File: src/vit_pkg.sv
`default_nettype none

package vit_pkg;

    localparam int FRAME_W   = 276;
    localparam int DECODED_W = 138; // one bit per trellis step at rate 1/2
    localparam int METRIC_W  = 10;
    localparam int STEP_W    = 7;

    localparam logic CODE_RATE_2 = 1'b0;
    localparam logic CODE_RATE_3 = 1'b1;

    localparam int STEPS_R2 = 69; // cycles per frame, two steps each
    localparam int STEPS_R3 = 46;

    // generators act on the register {input, state[1], state[0]}
    localparam logic [2:0] G0     = 3'b111;
    localparam logic [2:0] G1 [2] = '{3'b101, 3'b111}; // indexed by code rate
    localparam logic [2:0] G2     = 3'b101;            // rate 1/3 only

    typedef logic [FRAME_W-1:0]   frame_t;
    typedef logic [2:0]           sym_t;
    typedef logic [1:0]           bm_t;
    typedef bm_t  [15:0]          bm_set_t; // entry 8*step + register
    typedef logic [METRIC_W-1:0]  metric_t;
    typedef logic [STEP_W-1:0]    step_t;
    typedef logic [7:0]           surv_t;   // 2-bit predecessor per state
    typedef logic [DECODED_W-1:0] decoded_t;

    typedef enum logic [1:0] {CS_IDLE, CS_FWD, CS_TRACE, CS_DONE} ctrl_state_e;

    // code word for one trellis step, bit 2 stays zero at rate 1/2
    function automatic sym_t code_word(input logic rate, input logic [2:0] regv);
        sym_t cw;
        cw[0] = ^(G0 & regv);
        cw[1] = ^(G1[rate] & regv);
        cw[2] = (rate == CODE_RATE_3) ? ^(G2 & regv) : 1'b0;
        return cw;
    endfunction

endpackage

`default_nettype wire

File: src/vit_ifs.sv
`default_nettype none

// symbol pairs from the slicer into the forward path
interface slice_if;
    vit_pkg::sym_t sym_a;  // earlier step of the pair
    vit_pkg::sym_t sym_b;
    logic          valid;
    logic          last;   // final pair of the frame

    modport source (output sym_a, sym_b, valid, last);
    modport sink   (input  sym_a, sym_b, valid, last);
endinterface

// survivor words from the ACS into the traceback memory
interface surv_if;
    logic                we;
    vit_pkg::step_t      addr;
    vit_pkg::surv_t      bits;
    logic                last;

    modport source (output we, addr, bits, last);
    modport sink   (input  we, addr, bits, last);
endinterface

`default_nettype wire

File: src/frame_slicer.sv
`default_nettype none

module frame_slicer (
    input  wire logic            clk,
    input  wire logic            rst,
    input  wire logic            i_start,
    input  wire vit_pkg::frame_t i_frame,
    input  wire logic            i_code_rate,
    input  wire logic            i_en,
    input  wire vit_pkg::step_t  i_index,
    input  wire logic            i_last,
    slice_if.source              o_sym
);

    vit_pkg::frame_t frame_q;
    logic            rate_q;
    logic [8:0]      base;  // frame bit of the first code bit of the pair

    // two symbols per cycle, so 4 or 6 bits per index
    assign base = (rate_q == vit_pkg::CODE_RATE_3) ? 9'(i_index) * 9'd6
                                                   : {i_index, 2'b00};

    always_ff @(posedge clk)
    begin
        if (i_start)
        begin
            frame_q <= i_frame;
        end
    end

    always_ff @(posedge clk or negedge rst)
    begin
        if (!rst)
        begin
            rate_q <= vit_pkg::CODE_RATE_2;
        end
        else if (i_start)
        begin
            rate_q <= i_code_rate;
        end
    end

    always_ff @(posedge clk)
    begin
        if (i_en)
        begin
            if (rate_q == vit_pkg::CODE_RATE_3)
            begin
                o_sym.sym_a <= frame_q[base +: 3];
                o_sym.sym_b <= frame_q[base + 9'd3 +: 3];
            end
            else
            begin
                o_sym.sym_a <= {1'b0, frame_q[base +: 2]};
                o_sym.sym_b <= {1'b0, frame_q[base + 9'd2 +: 2]};
            end
        end
    end

    always_ff @(posedge clk or negedge rst)
    begin
        if (!rst)
        begin
            o_sym.valid <= 1'b0;
            o_sym.last  <= 1'b0;
        end
        else
        begin
            o_sym.valid <= i_en;
            o_sym.last  <= i_en & i_last;
        end
    end

endmodule

`default_nettype wire

File: src/step_counter.sv
`default_nettype none

module step_counter (
    input  wire logic           clk,
    input  wire logic           rst,
    input  wire logic           i_code_rate,
    input  wire logic           i_load,
    input  wire logic           i_en,
    input  wire logic           i_dir,   // 1 counts down
    output vit_pkg::step_t      o_index,
    output logic                o_last
);

    vit_pkg::step_t end_val;
    logic           dir_q;

    assign end_val = (i_code_rate == vit_pkg::CODE_RATE_3)
                   ? vit_pkg::step_t'(vit_pkg::STEPS_R3 - 1)
                   : vit_pkg::step_t'(vit_pkg::STEPS_R2 - 1);

    assign o_last = dir_q ? (o_index == '0) : (o_index == end_val);

    always_ff @(posedge clk or negedge rst)
    begin
        if (!rst)
        begin
            o_index <= '0;
            dir_q   <= 1'b0;
        end
        else if (i_load)
        begin
            o_index <= i_dir ? end_val : '0;
            dir_q   <= i_dir;
        end
        else if (i_en)
        begin
            o_index <= dir_q ? o_index - 1'b1 : o_index + 1'b1;
        end
    end

endmodule

`default_nettype wire

File: src/decode_ctrl.sv
`default_nettype none

module decode_ctrl (
    input  wire logic clk,
    input  wire logic rst,
    input  wire logic i_start,
    input  wire logic i_cnt_last,
    input  wire logic i_surv_done,  // final survivor write
    output logic      o_load,
    output logic      o_en,
    output logic      o_dir,
    output logic      o_fwd,
    output logic      o_trace,
    output logic      o_clear,
    output logic      o_busy,
    output logic      o_done
);

    vit_pkg::ctrl_state_e state, state_nxt;
    logic fed;  // every pair already handed to the slicer

    assign o_clear = (state == vit_pkg::CS_IDLE) & i_start;
    assign o_fwd   = (state == vit_pkg::CS_FWD) & ~fed;
    assign o_trace = (state == vit_pkg::CS_TRACE);
    assign o_en    = o_fwd | o_trace;
    assign o_dir   = (state == vit_pkg::CS_FWD);  // reload for traceback counts down
    assign o_load  = o_clear | ((state == vit_pkg::CS_FWD) & i_surv_done);
    assign o_busy  = (state != vit_pkg::CS_IDLE);
    assign o_done  = (state == vit_pkg::CS_DONE);

    always_comb
    begin
        state_nxt = state;
        case (state)
            vit_pkg::CS_IDLE:  if (i_start)     state_nxt = vit_pkg::CS_FWD;
            vit_pkg::CS_FWD:   if (i_surv_done) state_nxt = vit_pkg::CS_TRACE;
            vit_pkg::CS_TRACE: if (i_cnt_last)  state_nxt = vit_pkg::CS_DONE;
            default:                            state_nxt = vit_pkg::CS_IDLE;
        endcase
    end

    always_ff @(posedge clk or negedge rst)
    begin
        if (!rst)
        begin
            state <= vit_pkg::CS_IDLE;
            fed   <= 1'b0;
        end
        else
        begin
            state <= state_nxt;
            if (o_clear)
                fed <= 1'b0;
            else if (o_fwd & i_cnt_last)
                fed <= 1'b1;
        end
    end

endmodule

`default_nettype wire

File: src/branch_metric.sv
`default_nettype none

module branch_metric (
    input  wire logic       i_code_rate,
    slice_if.sink           i_sym,
    output vit_pkg::bm_set_t o_bm
);

    logic [2:0] mask;

    // bit 2 carries nothing at rate 1/2
    assign mask = (i_code_rate == vit_pkg::CODE_RATE_3) ? 3'b111 : 3'b011;

    always_comb
    begin : hamming
        vit_pkg::sym_t cw;
        logic [2:0]    diff_a;
        logic [2:0]    diff_b;
        for (int r = 0; r < 8; r++)
        begin
            cw     = vit_pkg::code_word(i_code_rate, 3'(r));
            diff_a = (i_sym.sym_a ^ cw) & mask;
            diff_b = (i_sym.sym_b ^ cw) & mask;
            o_bm[r]     = vit_pkg::bm_t'(diff_a[0]) + vit_pkg::bm_t'(diff_a[1])
                        + vit_pkg::bm_t'(diff_a[2]);
            o_bm[8 + r] = vit_pkg::bm_t'(diff_b[0]) + vit_pkg::bm_t'(diff_b[1])
                        + vit_pkg::bm_t'(diff_b[2]);
        end
    end

endmodule

`default_nettype wire

File: src/acs_radix4.sv
`default_nettype none

module acs_radix4 (
    input  wire logic             clk,
    input  wire logic             rst,
    input  wire logic             i_clear,
    input  wire vit_pkg::bm_set_t i_bm,
    slice_if.sink                 i_sym,
    surv_if.source                o_surv
);

    localparam int SUM_W = vit_pkg::METRIC_W + 1;

    vit_pkg::metric_t pm [4];
    logic [SUM_W-1:0] best [4];
    logic [1:0]       pick [4];   // winning predecessor per new state
    vit_pkg::step_t   wr_addr;

    // new state s = {u2, u1}, every old state p reaches it in two steps
    always_comb
    begin : acs
        logic [1:0]       sv;
        logic [1:0]       pv;
        logic [SUM_W-1:0] cand;
        for (int s = 0; s < 4; s++)
        begin
            sv      = 2'(s);
            best[s] = '1;
            pick[s] = 2'd0;
            for (int p = 0; p < 4; p++)
            begin
                pv   = 2'(p);
                cand = SUM_W'(pm[p]) + SUM_W'(i_bm[{1'b0, sv[0], pv}])
                     + SUM_W'(i_bm[{1'b1, sv, pv[1]}]);
                if (cand < best[s])  // strict, lowest p wins a tie
                begin
                    best[s] = cand;
                    pick[s] = pv;
                end
            end
        end
    end

    always_ff @(posedge clk or negedge rst)
    begin
        if (!rst)
        begin
            for (int s = 0; s < 4; s++)
                pm[s] <= (s == 0) ? '0 : '1;
            wr_addr     <= '0;
            o_surv.we   <= 1'b0;
            o_surv.last <= 1'b0;
        end
        else
        begin
            if (i_clear)
            begin
                for (int s = 0; s < 4; s++)
                    pm[s] <= (s == 0) ? '0 : '1;  // only state 0 is a valid start
                wr_addr <= '0;
            end
            else if (i_sym.valid)
            begin
                for (int s = 0; s < 4; s++)
                    pm[s] <= best[s][vit_pkg::METRIC_W-1:0];
                wr_addr <= wr_addr + 1'b1;
            end
            o_surv.we   <= i_sym.valid;
            o_surv.last <= i_sym.valid & i_sym.last;
        end
    end

    always_ff @(posedge clk)
    begin
        if (i_sym.valid)
        begin
            o_surv.addr <= wr_addr;
            o_surv.bits <= {pick[3], pick[2], pick[1], pick[0]};
        end
    end

endmodule

`default_nettype wire

File: src/traceback_unit.sv
`default_nettype none

module traceback_unit (
    input  wire logic           clk,
    input  wire logic           rst,
    input  wire logic           i_clear,
    input  wire logic           i_en,
    input  wire vit_pkg::step_t i_index,
    surv_if.sink                i_surv,
    output vit_pkg::decoded_t   o_data
);

    vit_pkg::surv_t mem [vit_pkg::STEPS_R2];  // one word per forward cycle
    vit_pkg::surv_t word;
    logic [1:0]     state;                     // walk state, {u2, u1}
    logic [1:0]     pred;

    assign word = mem[i_index];
    assign pred = word[{state, 1'b0} +: 2];

    always_ff @(posedge clk)
    begin
        if (i_surv.we)
        begin
            mem[i_surv.addr] <= i_surv.bits;
        end
    end

    // tail bits force the frame to end in state 0
    always_ff @(posedge clk or negedge rst)
    begin
        if (!rst)
        begin
            state <= 2'd0;
        end
        else if (i_surv.we & i_surv.last)
        begin
            state <= 2'd0;
        end
        else if (i_en)
        begin
            state <= pred;
        end
    end

    always_ff @(posedge clk or negedge rst)
    begin
        if (!rst)
        begin
            o_data <= '0;
        end
        else if (i_clear)
        begin
            o_data <= '0;
        end
        else if (i_en)
        begin
            o_data[{i_index, 1'b0}] <= state[0];  // earlier step of the pair
            o_data[{i_index, 1'b1}] <= state[1];
        end
    end

endmodule

`default_nettype wire

File: src/viterbi_top.sv
`default_nettype none

module viterbi_top (
    input  wire logic            clk,
    input  wire logic            rst,
    input  wire logic            i_start,
    input  wire logic            i_code_rate,
    input  wire vit_pkg::frame_t i_frame,
    output logic                 o_busy,
    output logic                 o_done,
    output vit_pkg::decoded_t    o_data
);

    logic             cnt_load;
    logic             cnt_en;
    logic             cnt_dir;
    logic             cnt_last;
    vit_pkg::step_t   cnt_index;
    logic             fwd;
    logic             trace;
    logic             clear;   // accepted start
    vit_pkg::bm_set_t bm;

    slice_if sym_bus ();
    surv_if  surv_bus ();

    decode_ctrl u_ctrl (
        .clk         (clk),
        .rst         (rst),
        .i_start     (i_start),
        .i_cnt_last  (cnt_last),
        .i_surv_done (surv_bus.last),  // last is only high with we
        .o_load      (cnt_load),
        .o_en        (cnt_en),
        .o_dir       (cnt_dir),
        .o_fwd       (fwd),
        .o_trace     (trace),
        .o_clear     (clear),
        .o_busy      (o_busy),
        .o_done      (o_done)
    );

    step_counter u_cnt (
        .clk         (clk),
        .rst         (rst),
        .i_code_rate (i_code_rate),
        .i_load      (cnt_load),
        .i_en        (cnt_en),
        .i_dir       (cnt_dir),
        .o_index     (cnt_index),
        .o_last      (cnt_last)
    );

    frame_slicer u_slicer (
        .clk         (clk),
        .rst         (rst),
        .i_start     (clear),
        .i_frame     (i_frame),
        .i_code_rate (i_code_rate),
        .i_en        (fwd),
        .i_index     (cnt_index),
        .i_last      (cnt_last),
        .o_sym       (sym_bus.source)
    );

    branch_metric u_bm (
        .i_code_rate (i_code_rate),
        .i_sym       (sym_bus.sink),
        .o_bm        (bm)
    );

    acs_radix4 u_acs (
        .clk     (clk),
        .rst     (rst),
        .i_clear (clear),
        .i_bm    (bm),
        .i_sym   (sym_bus.sink),
        .o_surv  (surv_bus.source)
    );

    traceback_unit u_tb (
        .clk     (clk),
        .rst     (rst),
        .i_clear (clear),
        .i_en    (trace),
        .i_index (cnt_index),
        .i_surv  (surv_bus.sink),
        .o_data  (o_data)
    );

endmodule

`default_nettype wire

File: config.mk
export PLATFORM = sky130hd
export DESIGN_NAME = viterbi_top
export DESIGN_NICKNAME = d
export VERILOG_FILES = /design/src/vit_pkg.sv /design/src/vit_ifs.sv /design/src/frame_slicer.sv /design/src/step_counter.sv /design/src/decode_ctrl.sv /design/src/branch_metric.sv /design/src/acs_radix4.sv /design/src/traceback_unit.sv /design/src/viterbi_top.sv
export SDC_FILE = /design/constraint.sdc
export NUM_CORES = 2
export LEC_CHECK = 0
export BUFFER_PORTS_ARGS = -buffer_cell sky130_fd_sc_hd__buf_2
export CORE_MARGIN = 2
export CORE_UTILIZATION = 35
export DETAILED_ROUTE_END_ITERATION = 10
export GPL_TIMING_DRIVEN = 0
export REMOVE_ABC_BUFFERS = 1
export SYNTH_ARGS = -nofsm -noshare
export SYNTH_HDL_FRONTEND = slang
export SYNTH_HIERARCHICAL = 1
export SYNTH_SLANG_ARGS = --single-unit
File: constraint.sdc
create_clock -name clk -period 31.1 [get_ports clk]
set_input_delay 6.22 -clock clk [delete_from_list [all_inputs] [get_ports clk]]
set_output_delay 6.22 -clock clk [all_outputs]
set_load 0.05 [all_outputs]
==> impl_metrics.json <==
{
  "hold_path_class": "register to register",
  "cp_common_cell": "a21o_1",
  "post-cts-setup-buffer-count": 0,
  "tightestPinTransition_ns": 1.42,
  "grt_max_degree": 114,
  "wire_per_inst_um": 24.2,
  "vias": 42000,
  "path_class": "input port to register",
  "drt_first_pass_iters": 5,
  "setup_tns_ns": 0,
  "fmax_ghz": 0.0607,
  "ios": 420,
  "slowest_delay_ns": 1.07,
  "htreeDepth": 3,
  "maxCapViolations": 0,
  "finalWirelength_um": 176000,
  "antenna_found_initial": 19,
  "relSlewSlack": 0.0508,
  "async_flop_share": 0.193,
  "numCtsBuffers": 110,
  "required_ns": 31.73,
  "crit_family": "compound AO/OA/AOI/OAI gates",
  "outcome": "completed",
  "synth.largest_area_cell": "edfxtp_1",
  "syn2layout_area_growth_pct": 14.7,
  "critPathCapture": "u_acs/pm[8]$_DFFE_PN1P_",
  "grt_util_all_layers": 0.202,
  "syn_area_per_cell_sq_um": 12.5,
  "cp_slowest_cell": "o221ai_1",
  "start_util": 0.352,
  "cts_tree": "built",
  "crit_start": "i_code_rate",
  "cts.sinks": 1052,
  "synth_edf_count": 849,
  "clockRootBuffer": "clkbuf_16",
  "num_rows": 150,
  "netlist_instances": 4696,
  "cts_hold_buf": 0,
  "hold_viol_final": 0,
  "reg2reg_to": "u_acs/pm[8]$_DFFE_PN1P_",
  "clkSlewWorstSetupHoldPaths_ns": 0.06,
  "dieArea_sq_um": 171000,
  "insertion_delay_ns": 0.79,
  "final_antenna_net_count": 0,
  "yosysTopAreaCellShare": 0.434,
  "cp-start-kind": "input port",
  "worst_ep_arrival_time_ns": 17.11,
  "fin_crit_sh": 0.530,
  "gr-total-overflow": 0,
  "critPathMaxFanout": 12,
  "die_h_um": 414,
  "clockBufferDepth": 3,
  "layout-drive-gt1-share": 0.221,
  "drtIter0Drc": 4590,
  "synth_common_cells": "edfxtp_1 (849), nand2_1 (446), a21oi_1 (281), nor2_1 (257), mux4_2 (251)",
  "globalplace.congestion": 0.897,
  "avgViaCountPerCell": 5.78,
  "critical_path_cell_count": 38,
  "grt_pass1_wl_um": 262000,
  "fp.dieW_um": 414,
  "yosys_warnings": 6,
  "yosys.cell_types.count": 120,
  "final_max_slew_viol_count": 0,
  "final_nets": 5462,
  "cts_resized": 0,
  "timing.rr.start": "u_slicer/o_sym.sym_a[2]$_SDFFCE_PN0P_",
  "portBuffers": 419,
  "fin_skew_ns": 0.0881,
  "syn_area_sq_um": 58700,
  "crit_buf_inv": 3,
  "r2r_slack_ns": 19.95,
  "yosysMostFrequentCell": "edfxtp_1",
  "cp-end-kind": "register",
  "drc": 0,
  "coreArea_sq_um": 167000,
  "synth_ff_type": "edfxtp_1",
  "ys_seq_area_frac": 0.521,
  "synth_seq_cells": 1052,
  "rsz0062_at_grt": "false",
  "yosys-top-cells-area": "edfxtp_1 (43%), mux4_2 (9.6%), dfrtp_1 (7.4%)",
  "reg2reg_depth": 39,
  "finalCriticalPeriod_ns": 16.47,
  "finalSetupViolCount": 0,
  "grt_pass1_vias": 40600,
  "dp_hpwl_um": 125000
}
[logic make-up (layout without fill, tap and decap cells)]
family | count (synthesis) | in the layout | share of synthesized area
AND/OR/NAND/NOR | 1212 | 1212 | 0.0967
flip-flops | 1052 | 1052 | 0.521
AO/OA/AOI/OAI | 1031 | 1031 | 0.119
multiplexers | 494 | 494 | 0.142
buffers and inverters | 483 | 847 | 0.0405
adder cells (fa/ha/maj) | 221 | 221 | 0.0502
XOR/XNOR | 203 | 203 | 0.0311
other | 0 | 6 | 0
[placed cells by master, fill, tap and decap left out, types with 151 or more instances in the layout]
| cell | instances |
|---|---|
| inv_1 | 151 |
| buf_2 | 419 |
| nand2_1 | 446 |
| edfxtp_1 | 849 |
| a21oi_1 | 280 |
| nor2_1 | 250 |
| ha_1 | 191 |
| mux4_2 | 251 |
| dfrtp_1 | 165 |
| o21ai_0 | 171 |
| nand3_1 | 154 |
[worst reg2reg max path, delay by kind of cell (launching register included)]
family	cells	cell delay, ns
AOI/OAI and AO/OA	19	5.14
xor gates and xnor gates	3	0.89
adders and majority gates	5	1.43
buffers and inverters	1	0.07
DFF	1	0.47
muxes	2	0.86
and+or+nand+nor	9	2.22
[how the worst min path moves through the flow]
stage / slack, ns / depth (start not counted) / from / to
5_1_grt: 0.49 / 1 / u_slicer/o_sym.last$_DFF_PN0_ / u_acs/o_surv.last$_DFF_PN0_
2_1_floorplan: 0.43 / 1 / u_slicer/o_sym.last$_DFF_PN0_ / u_acs/o_surv.last$_DFF_PN0_
3_5_place_dp: 0.46 / 1 / u_slicer/o_sym.last$_DFF_PN0_ / u_acs/o_surv.last$_DFF_PN0_
4_1_cts: 0.47 / 1 / u_slicer/o_sym.last$_DFF_PN0_ / u_acs/o_surv.last$_DFF_PN0_
6_report: 0.46 / 1 / u_slicer/o_sym.last$_DFF_PN0_ / u_acs/o_surv.last$_DFF_PN0_
3_3_place_gp: 0.44 / 1 / u_slicer/o_sym.last$_DFF_PN0_ / u_acs/o_surv.last$_DFF_PN0_
[final cells by class]
type / instances / area (sq um)
Tap cell: 2204 / 2760
Clock buffer: 136 / 2900
Sequential cell: 1052 / 30600
Multi-Input combinational cell: 3161 / 25900
Antenna cell: 6 / 15.0
Clock inverter: 71 / 921
Inverter: 155 / 582
Timing Repair Buffer: 485 / 3680
Fill cell: 15600 / 99500
[state kept, by name, indices dropped and copies added, names as in the netlist, 2 cells and up]
| signal | flops |
|---|---|
| u_cnt/o_index | 7 |
| u_tb/o_data | 138 |
| u_acs/wr_addr | 7 |
| u_tb/state | 2 |
| u_acs/pm | 40 |
| u_slicer/o_sym.sym_b | 3 |
| u_tb/mem | 552 |
| u_ctrl/state | 2 |
| u_acs/o_surv.bits | 8 |
| u_acs/o_surv.addr | 7 |
| u_slicer/frame_q | 276 |
| u_slicer/o_sym.sym_a | 3 |
[per-stage QoR]
stage           util  hold slack (ns)  worst slack (ns)  cell area (sq um)  std cells
6_report       0.404            0.462             14.63              67400       7270
5_1_grt        0.404            0.488             13.84              67400       7264
4_1_cts        0.404            0.474             14.71              67400       7264
3_5_place_dp   0.381            0.459             13.94              63500       7057
3_3_place_gp   0.370            0.438            -17.66              61800       6991
2_1_floorplan      -            0.434             0.424              57000       4368
[layer usage]
layer,part of all wire,up-vias,GRT usage
met1,0.42,21200,0.277
met3,0.076,331,0.0338
met2,0.47,1876,0.322
li1,-,18600,-
met5,0.00048,-,0
met4,0.035,14,0.0700
Power is left out: the tool's default activity adds up to more than one toggle a clock period on the data nets, which glitch-free logic cannot reach.
